--- config.mk ---
export PLATFORM = sky130hd
export DESIGN_NAME = wb_mbox
export DESIGN_NICKNAME = d
export VERILOG_FILES = /design/src/rtl/mbox_pkg.sv /design/src/rtl/fifo_if.sv /design/src/rtl/dp_ram.sv /design/src/rtl/fifo_ctrl.sv /design/src/rtl/wb_mbox_regs.sv /design/src/rtl/wb_mbox.sv
export SDC_FILE = /design/constraint.sdc
export NUM_CORES = 1
export LEC_CHECK = 0
export ABC_AREA = 1
export BUFFER_PORTS_ARGS = -buffer_cell sky130_fd_sc_hd__buf_2
export CELL_PAD_IN_SITES_DETAIL_PLACEMENT = 1
export CELL_PAD_IN_SITES_GLOBAL_PLACEMENT = 1
export CORE_MARGIN = 2
export CORE_UTILIZATION = 35
export CTS_BUF_LIST = sky130_fd_sc_hd__clkbuf_2
export DETAILED_ROUTE_END_ITERATION = 12
export GPL_ROUTABILITY_DRIVEN = 0
export MAX_ROUTING_LAYER = met4
export PLACE_DENSITY = 0.68
export REMOVE_ABC_BUFFERS = 1
export SYNTH_ARGS = -nofsm -noshare
export SYNTH_HDL_FRONTEND = slang
export SYNTH_HIERARCHICAL = 1
export SYNTH_SLANG_ARGS = --single-unit
export TNS_END_PERCENT = 50
--- constraint.sdc ---
create_clock -name clk_i -period 10 [get_ports clk_i]
set_clock_uncertainty 0.15 [all_clocks]
set_input_delay 1.5 -clock clk_i [delete_from_list [all_inputs] [get_ports clk_i]]
set_output_delay 1.5 -clock clk_i [all_outputs]
set_load 0.005 [all_outputs]
--- src/rtl/mbox_pkg.sv ---
`default_nettype none

package mbox_pkg;

  // one data word on the bus, in the queue storage and on both streams
  typedef logic [31:0] word_t;

  // register index, taken from wishbone address bits 3 and 2
  typedef logic [1:0] reg_idx_t;

  // fill level of one queue
  // eight bits, so a queue holds at most 255 words
  typedef logic [7:0] level_t;

  // register map
  // index 3 reads as zero and ignores writes
  localparam reg_idx_t REG_DATA   = 2'd0;
  localparam reg_idx_t REG_STATUS = 2'd1;
  localparam reg_idx_t REG_CTRL   = 2'd2;

  // status word flag positions
  localparam int unsigned STAT_TX_FULL  = 0;
  localparam int unsigned STAT_TX_EMPTY = 1;
  localparam int unsigned STAT_RX_FULL  = 2;
  localparam int unsigned STAT_RX_EMPTY = 3;
  localparam int unsigned STAT_OVERFLOW = 4;
  localparam int unsigned STAT_UNDERFLW = 5;

  // lowest bit of each level field in the status word
  localparam int unsigned STAT_TX_LVL = 8;
  localparam int unsigned STAT_RX_LVL = 16;

  // control bits act once per write, nothing is stored
  localparam int unsigned CTRL_FLUSH_TX = 0;
  localparam int unsigned CTRL_FLUSH_RX = 1;
  localparam int unsigned CTRL_CLR_ERR  = 2;

  // wishbone slave states
  typedef enum logic {
    WB_IDLE,
    WB_ACK
  } wb_state_e;

endpackage

`default_nettype wire

--- src/rtl/fifo_if.sv ---
`timescale 1ns/100ps
`default_nettype none

interface fifo_if;
  import mbox_pkg::*;

  // written by the producer
  logic   push;
  word_t  wdata;
  // written by the consumer
  logic   pop;
  // written by the register slave for either queue
  logic   flush;
  // head word and status, written by the queue
  word_t  rdata;
  logic   full;
  logic   empty;
  level_t level;

  // flush sits in both user modports
  // the slave produces into one queue and consumes from the other
  modport producer (
    output push,
    output wdata,
    output flush,
    input  full,
    input  empty,
    input  level
  );

  modport consumer (
    output pop,
    output flush,
    input  rdata,
    input  full,
    input  empty,
    input  level
  );

  modport queue (
    input  push,
    input  wdata,
    input  pop,
    input  flush,
    output rdata,
    output full,
    output empty,
    output level
  );

endinterface

`default_nettype wire

--- src/rtl/dp_ram.sv ---
`timescale 1ns/100ps
`default_nettype none

module dp_ram #(
  parameter int unsigned DEPTH = 8
) (
  input  logic                                        clk_i,
  input  logic                                        we_i,
  input  logic [((DEPTH > 1) ? $clog2(DEPTH) : 1)-1:0] waddr_i,
  input  logic [((DEPTH > 1) ? $clog2(DEPTH) : 1)-1:0] raddr_i,
  input  mbox_pkg::word_t                             wdata_i,
  output mbox_pkg::word_t                             rdata_o
);
  import mbox_pkg::*;

  // storage array that maps onto distributed ram on an fpga
  word_t mem_q [DEPTH];

  // write port
  // one word per rising edge
  always_ff @(posedge clk_i) begin
    if (we_i) begin
      mem_q[waddr_i] <= wdata_i;
    end
  end

  // read port is combinational
  // the controller sees the head word in the same cycle as its read pointer
  assign rdata_o = mem_q[raddr_i];

endmodule

`default_nettype wire

--- src/rtl/fifo_ctrl.sv ---
`timescale 1ns/100ps
`default_nettype none

module fifo_ctrl #(
  parameter int unsigned DEPTH        = 8,
  parameter bit          FALL_THROUGH = 1'b0
) (
  input  logic   clk_i,
  input  logic   rst_ni,
  fifo_if.queue  q
);
  import mbox_pkg::*;

  // pointer width, at least one bit
  localparam int unsigned AW = (DEPTH > 1) ? $clog2(DEPTH) : 1;

  typedef logic [AW-1:0] ptr_t;

  // the level field is eight bits wide
  if (DEPTH < 1 || DEPTH > 255) begin : gen_depth_check
    $error("fifo_ctrl DEPTH %0d outside 1 to 255", DEPTH);
  end

  // read and write pointers plus fill count
  ptr_t   rd_ptr_q;
  ptr_t   rd_ptr_n;
  ptr_t   wr_ptr_q;
  ptr_t   wr_ptr_n;
  level_t cnt_q;
  level_t cnt_n;

  // accepted handshakes
  logic   push_ok;
  logic   pop_ok;
  // fall-through path active
  logic   bypass;
  // ram side
  logic   ram_we;
  word_t  ram_rdata;

  // flags come straight from the count
  assign q.full  = (cnt_q == level_t'(DEPTH));
  // with fall-through, a push into an empty queue shows at once
  assign bypass  = FALL_THROUGH && (cnt_q == '0) && q.push;
  assign q.empty = (cnt_q == '0) && !bypass;
  assign q.level = cnt_q;

  // head word, the incoming word while bypassing
  assign q.rdata = bypass ? q.wdata : ram_rdata;

  // a push needs room, a pop needs a word
  assign push_ok = q.push && !q.full;
  assign pop_ok  = q.pop && !q.empty;

  always_comb begin
    rd_ptr_n = rd_ptr_q;
    wr_ptr_n = wr_ptr_q;
    cnt_n    = cnt_q;
    ram_we   = 1'b0;

    // store the word and advance the write pointer
    if (push_ok) begin
      ram_we   = 1'b1;
      wr_ptr_n = (wr_ptr_q == ptr_t'(DEPTH - 1)) ? '0 : wr_ptr_q + 1'b1;
      cnt_n    = cnt_q + 1'b1;
    end

    // advance the read pointer
    if (pop_ok) begin
      rd_ptr_n = (rd_ptr_q == ptr_t'(DEPTH - 1)) ? '0 : rd_ptr_q + 1'b1;
      cnt_n    = cnt_q - 1'b1;
    end

    // push and pop together keep the level
    if (push_ok && pop_ok) begin
      cnt_n = cnt_q;
    end

    // word passes straight through an empty queue
    // nothing written, pointers stay put
    if (bypass && q.pop) begin
      ram_we   = 1'b0;
      rd_ptr_n = rd_ptr_q;
      wr_ptr_n = wr_ptr_q;
      cnt_n    = cnt_q;
    end

    // flush beats push and pop
    if (q.flush) begin
      ram_we = 1'b0;
    end
  end

  always_ff @(posedge clk_i or negedge rst_ni) begin
    if (!rst_ni) begin
      rd_ptr_q <= '0;
      wr_ptr_q <= '0;
      cnt_q    <= '0;
    end else if (q.flush) begin
      rd_ptr_q <= '0;
      wr_ptr_q <= '0;
      cnt_q    <= '0;
    end else begin
      rd_ptr_q <= rd_ptr_n;
      wr_ptr_q <= wr_ptr_n;
      cnt_q    <= cnt_n;
    end
  end

  // storage with asynchronous read
  dp_ram #(
    .DEPTH (DEPTH)
  ) u_ram (
    .clk_i   (clk_i),
    .we_i    (ram_we),
    .waddr_i (wr_ptr_q),
    .raddr_i (rd_ptr_q),
    .wdata_i (q.wdata),
    .rdata_o (ram_rdata)
  );

  // a full queue leaves full only through a pop or a flush
  a_no_push_full : assert property (@(posedge clk_i) disable iff (!rst_ni)
    q.full && !q.pop && !q.flush |=> q.full)
    else $error("fifo_ctrl push accepted while full");

  // an empty queue stays empty without a push
  a_no_pop_empty : assert property (@(posedge clk_i) disable iff (!rst_ni)
    (cnt_q == '0) && !q.push |=> (cnt_q == '0))
    else $error("fifo_ctrl pop accepted while empty");

  a_level_max : assert property (@(posedge clk_i) disable iff (!rst_ni)
    q.level <= level_t'(DEPTH))
    else $error("fifo_ctrl level %0h above depth %0d", q.level, DEPTH);

endmodule

`default_nettype wire

--- src/rtl/wb_mbox_regs.sv ---
`timescale 1ns/100ps
`default_nettype none

module wb_mbox_regs (
  input  logic               clk_i,
  input  logic               rst_ni,
  input  logic               cyc_i,
  input  logic               stb_i,
  input  logic               we_i,
  input  mbox_pkg::reg_idx_t adr_i,
  input  mbox_pkg::word_t    dat_i,
  output mbox_pkg::word_t    dat_o,
  output logic               ack_o,
  fifo_if.producer           tx,
  fifo_if.consumer           rx
);
  import mbox_pkg::*;

  wb_state_e state_q;
  wb_state_e state_n;

  // decoded accesses
  logic  access;
  logic  wr_data;
  logic  rd_data;
  logic  wr_ctrl;
  logic  clr_err;

  // transmit push, one cycle behind the access
  logic  push_q;
  word_t wdata_q;

  // sticky error bits
  logic  ovf_q;
  logic  unf_q;
  logic  ovf_set;
  logic  unf_set;

  // read path
  word_t status;
  word_t rd_word;

  always_comb begin
    state_n = state_q;
    case (state_q)
      WB_IDLE: if (cyc_i && stb_i) state_n = WB_ACK;
      WB_ACK:  state_n = WB_IDLE;
      default: state_n = WB_IDLE;
    endcase
  end

  // access happens in the idle cycle, ack follows for one cycle
  assign access = cyc_i && stb_i && (state_q == WB_IDLE);
  assign ack_o  = (state_q == WB_ACK);

  assign wr_data = access && we_i && (adr_i == REG_DATA);
  assign rd_data = access && !we_i && (adr_i == REG_DATA);
  assign wr_ctrl = access && we_i && (adr_i == REG_CTRL);

  // control bits act in the access cycle
  assign tx.flush = wr_ctrl && dat_i[CTRL_FLUSH_TX];
  assign rx.flush = wr_ctrl && dat_i[CTRL_FLUSH_RX];
  assign clr_err  = wr_ctrl && dat_i[CTRL_CLR_ERR];

  // tx push lands during the ack cycle
  // a full queue drops the word and flags overflow
  assign tx.push  = push_q && !tx.full;
  assign tx.wdata = wdata_q;
  assign ovf_set  = push_q && tx.full;

  // rx pop shares the edge that loads dat_o
  assign rx.pop  = rd_data && !rx.empty;
  assign unf_set = rd_data && rx.empty;

  always_comb begin
    status                = '0;
    status[STAT_TX_FULL]  = tx.full;
    status[STAT_TX_EMPTY] = tx.empty;
    status[STAT_RX_FULL]  = rx.full;
    status[STAT_RX_EMPTY] = rx.empty;
    status[STAT_OVERFLOW] = ovf_q;
    status[STAT_UNDERFLW] = unf_q;
    status[STAT_TX_LVL +: $bits(level_t)] = tx.level;
    status[STAT_RX_LVL +: $bits(level_t)] = rx.level;
  end

  // read mux
  // ctrl and the spare index read as zero
  always_comb begin
    case (adr_i)
      REG_DATA:   rd_word = rx.empty ? '0 : rx.rdata;
      REG_STATUS: rd_word = status;
      default:    rd_word = '0;
    endcase
  end

  always_ff @(posedge clk_i or negedge rst_ni) begin
    if (!rst_ni) begin
      state_q <= WB_IDLE;
      push_q  <= 1'b0;
      ovf_q   <= 1'b0;
      unf_q   <= 1'b0;
    end else begin
      state_q <= state_n;
      push_q  <= wr_data;
      // set by an error, cleared by the ctrl write
      ovf_q   <= (ovf_q || ovf_set) && !clr_err;
      unf_q   <= (unf_q || unf_set) && !clr_err;
    end
  end

  // data registers
  always_ff @(posedge clk_i) begin
    if (wr_data) begin
      wdata_q <= dat_i;
    end
    if (access && !we_i) begin
      dat_o <= rd_word;
    end
  end

  // master drops stb on ack, so back to back acks mean a broken handshake
  a_ack_single : assert property (@(posedge clk_i) disable iff (!rst_ni)
    ack_o |=> !ack_o)
    else $error("wb_mbox_regs ack high for two cycles");

endmodule

`default_nettype wire

--- src/rtl/wb_mbox.sv ---
`timescale 1ns/100ps
`default_nettype none

module wb_mbox #(
  parameter int unsigned DEPTH        = 8,
  parameter bit          FALL_THROUGH = 1'b0
) (
  input  logic            clk_i,
  input  logic            rst_ni,
  // wishbone classic slave
  input  logic            wb_cyc_i,
  input  logic            wb_stb_i,
  input  logic            wb_we_i,
  input  logic [3:0]      wb_adr_i,
  input  mbox_pkg::word_t wb_dat_i,
  output mbox_pkg::word_t wb_dat_o,
  output logic            wb_ack_o,
  // transmit stream
  output logic            tx_valid_o,
  output mbox_pkg::word_t tx_data_o,
  input  logic            tx_ready_i,
  // receive stream
  input  logic            rx_valid_i,
  input  mbox_pkg::word_t rx_data_i,
  output logic            rx_ready_o
);
  import mbox_pkg::*;

  // bus to stream queue and stream to bus queue
  fifo_if tx_q ();
  fifo_if rx_q ();

  // word address
  // byte lane bits 1 and 0 are not decoded
  reg_idx_t reg_idx;

  assign reg_idx = wb_adr_i[3:2];

  // tx stream drains the head of tx_q
  assign tx_valid_o = !tx_q.empty;
  assign tx_data_o  = tx_q.rdata;
  assign tx_q.pop   = tx_valid_o && tx_ready_i;

  // rx stream fills rx_q while there is room
  assign rx_ready_o  = !rx_q.full;
  assign rx_q.push   = rx_valid_i && rx_ready_o;
  assign rx_q.wdata  = rx_data_i;

  wb_mbox_regs u_regs (
    .clk_i  (clk_i),
    .rst_ni (rst_ni),
    .cyc_i  (wb_cyc_i),
    .stb_i  (wb_stb_i),
    .we_i   (wb_we_i),
    .adr_i  (reg_idx),
    .dat_i  (wb_dat_i),
    .dat_o  (wb_dat_o),
    .ack_o  (wb_ack_o),
    .tx     (tx_q.producer),
    .rx     (rx_q.consumer)
  );

  fifo_ctrl #(
    .DEPTH        (DEPTH),
    .FALL_THROUGH (FALL_THROUGH)
  ) u_tx_fifo (
    .clk_i  (clk_i),
    .rst_ni (rst_ni),
    .q      (tx_q.queue)
  );

  fifo_ctrl #(
    .DEPTH        (DEPTH),
    .FALL_THROUGH (FALL_THROUGH)
  ) u_rx_fifo (
    .clk_i  (clk_i),
    .rst_ni (rst_ni),
    .q      (rx_q.queue)
  );

endmodule

`default_nettype wire

==> flow_summary.ini <==
[worst_setup_path]
end_kind = primary output
crit_type = reg2out
required_ns = 8.35
critPathMaxFanout = 94
r2r_setup_slack_ns = 6.42
critPathLaunchType = register
cp.arrival_ns = 4.05

[clocking]
cts_buffers = 161
cts_buffer_depth = 3
ctsResizeCount = 0
tritoncts = built
clk_latency_ns = 1.27
htreeDepth = 4
clkTransAtPathRegs_ns = 0.11
clkSinkCount = 608
post_cts_buffers = 0
ctsHoldBuffers = 1
cts-root-buf = clkbuf_2

[grt]
first_global_vias = 21631
grt_use_total = 0.193
grt_pass1_wl_microns = 116000
antenna_found_initial = 13
grt_max_degree = 103
grt_overflow = 0

[sta]
worstMarginPinSlew_ns = 1.21
relSlewSlack = 0.194
finalCritPeriodShare = 0.570
setup_viol = 0
grt_setup_unrepaired = no
timing.final.ws_setup_ns = 4.30
fmax_mhz = 175
finalMaxSlewViolations = 0
tns_ns = 0
period_needed_ns = 5.70
hold_violations = 0

[pwr]
pwr-share-clk = 0.234
pwr-share-comb = 0.331
p_leak_nw = 14.1
p_sw_mw = 2.89
swShare = 0.398
vdd_drop_max_mv = 0.185
p_int_mw = 4.38
pwr-share-seq = 0.435
p_per_area_nw_per_um2 = 239

[detailed_routing]
drc = 0
antenna_left = 0
avgRoutedWirePerCell_microns = 17.9
wl_microns = 74300
vias_per_cell = 4.66
drt_iter0_drc = 939
vias = 19354
drt-pass1-iter-count = 4

[placement]
io_buffers = 139
placed_cell_area_sq_um = 29000
hpwl_microns = 41800
dp_cells = 3854
pre_cts_ws_ns = 4.79

[synthesis]
synth_edf_count = 576
synthCells = 2752
synth_cell_types = 33
synth-xor-area-share = 0.00257
synth_top_family_by_area = simple AND/OR/NAND/NOR gates
synth_fa_ha_area_frac = 0.0106
syn_area_sq_um = 27300
yosysTopAreaCell = edfxtp_1
syn_area_per_cell_sq_um = 9.92
synthTopCellsByCount = 960 x nand2_1, 576 x edfxtp_1, 574 x inv_1
yosys.area_share.simple = 0.208
synthTopCellsByArea = edfxtp_1 63%, nand2_1 13%, inv_1 7.9%, nand3_1 5.9%, dfrtp_1 2.9%
synth.mux.area_fraction = 0
synth-seq-cells = 608
synth_most_common_cell = nand2_1
async_flop_share = 0.0526
yosys_warnings = 6
synthFlopType = edfxtp_1
yosysSeqAreaShare = 0.663
synth_compound_area_frac = 0.0103
netlist.area_leader.share = 0.634

[layout]
n_fill_cell = 9015
utilization = 0.394
final_cells = 4157
final_area_sq_um = 30500
drive_gt1_frac = 0.154
nets = 3075
area_growth_pct = 11.6

[worst_hold_path]
hold_path.class = in2reg

[die]
initial_core_util = 0.353
dieArea_sq_um = 80200
core_sq_um = 77300
die_x_microns = 283
io_pins = 142
row_count = 102
die_h_microns = 283

[run]
max_cap_violations = 0

[status]
status = completed
[through the flow]
stage               hold WS [ns]  power, mW
finish                     0.255       7.27
global route              0.0815       7.84
CTS                       0.0287       7.40
detailed placement         0.388       5.66
global placement           0.366       5.53
floorplan                  0.347       4.73
[cell type report]
class	count	area, sq um	share of cell area
antenna	13	32.5	0.00107
clock buffer	228	1140	0.0375
clock inverter	61	305	0.0100
inverter	586	2200	0.0723
multi-input combinational	1452	6440	0.212
sequential	608	18100	0.595
tap	1040	1300	0.0427
timing repair buffer	169	923	0.0303
[critical path: stages, from the launching register on]
cell	delay, ns
dfrtp_4	0.69
clkinv_2	0.46
buf_4	0.90
nand2_1	0.15
nand3_1	0.11
nand2_1	0.07
nand2_1	0.07
nand2_1	0.12
buf_2	0.15
[registers in the layout, indices dropped and copies added (netlist names), 3 cells and up]
name	count
u_rx_fifo/rd_ptr_q	3
u_tx_fifo/wr_ptr_q	3
u_tx_fifo/rd_ptr_q	3
u_rx_fifo/u_ram/mem_q	256
u_regs/tx.wdata	32
u_rx_fifo/q.level	8
u_rx_fifo/wr_ptr_q	3
u_regs/dat_o	32
u_tx_fifo/u_ram/mem_q	256
u_tx_fifo/q.level	8
[final timing paths]
path / start / to / cells after the start
worst max-delay path: u_tx_fifo/rd_ptr_q[0] / tx_data_o[8] / 8
worst min-delay path: wb_dat_i[24] / u_regs/tx.wdata[24] / 1
worst max register to register: u_rx_fifo/q.level[1] / u_rx_fifo/q.level[7] / 14
worst min register to register: u_regs/tx.wdata[21] / u_tx_fifo/u_ram/mem_q[0][21] / 0
max in group asynchronous: rst_ni / u_rx_fifo/rd_ptr_q[0] / 2
min in group asynchronous: rst_ni / u_rx_fifo/wr_ptr_q[0] / 2
[power groups by stage]
stage          Sequential, mW  Clock, mW  Combinational (mW)
3_3_place_gp             3.20          0                2.32
4_1_cts                  3.16       1.79                2.46
3_5_place_dp             3.22          0                2.44
6_report                 3.16       1.70                2.41
2_1_floorplan            3.29          0                1.44
5_1_grt                  3.19       1.91                2.74
[layer usage]
metal,track usage,part of all wire
met2,0.349,0.53
met3,0.0437,0.045
met1,0.204,0.40
met5,-,0
met4,0.0753,0.022
[cell usage in the layout (no fill, tap or decap), types with 17 or more instances in the layout]
| master | count |
|---|---|
| clkbuf_2 | 228 |
| buf_2 | 139 |
| dfrtp_1 | 28 |
| nand2_1 | 960 |
| buf_4 | 29 |
| inv_1 | 572 |
| o21ai_1 | 31 |
| nor2_1 | 36 |
| edfxtp_1 | 576 |
| nand3_1 | 322 |
| nor2_4 | 17 |
| clkinv_1 | 40 |
| ha_1 | 20 |
[logic make-up (layout without fill, tap and decap cells)]
logic type,Yosys count,after routing
XOR/XNOR,8,8
other,0,13
flip-flops,608,608
AO/OA/AOI/OAI,53,53
buffers and inverters,692,1044
AND/OR/NAND/NOR,1369,1369
adder cells (fa/ha/maj),22,22
Note: power is estimated with default switching activity, not from simulation.
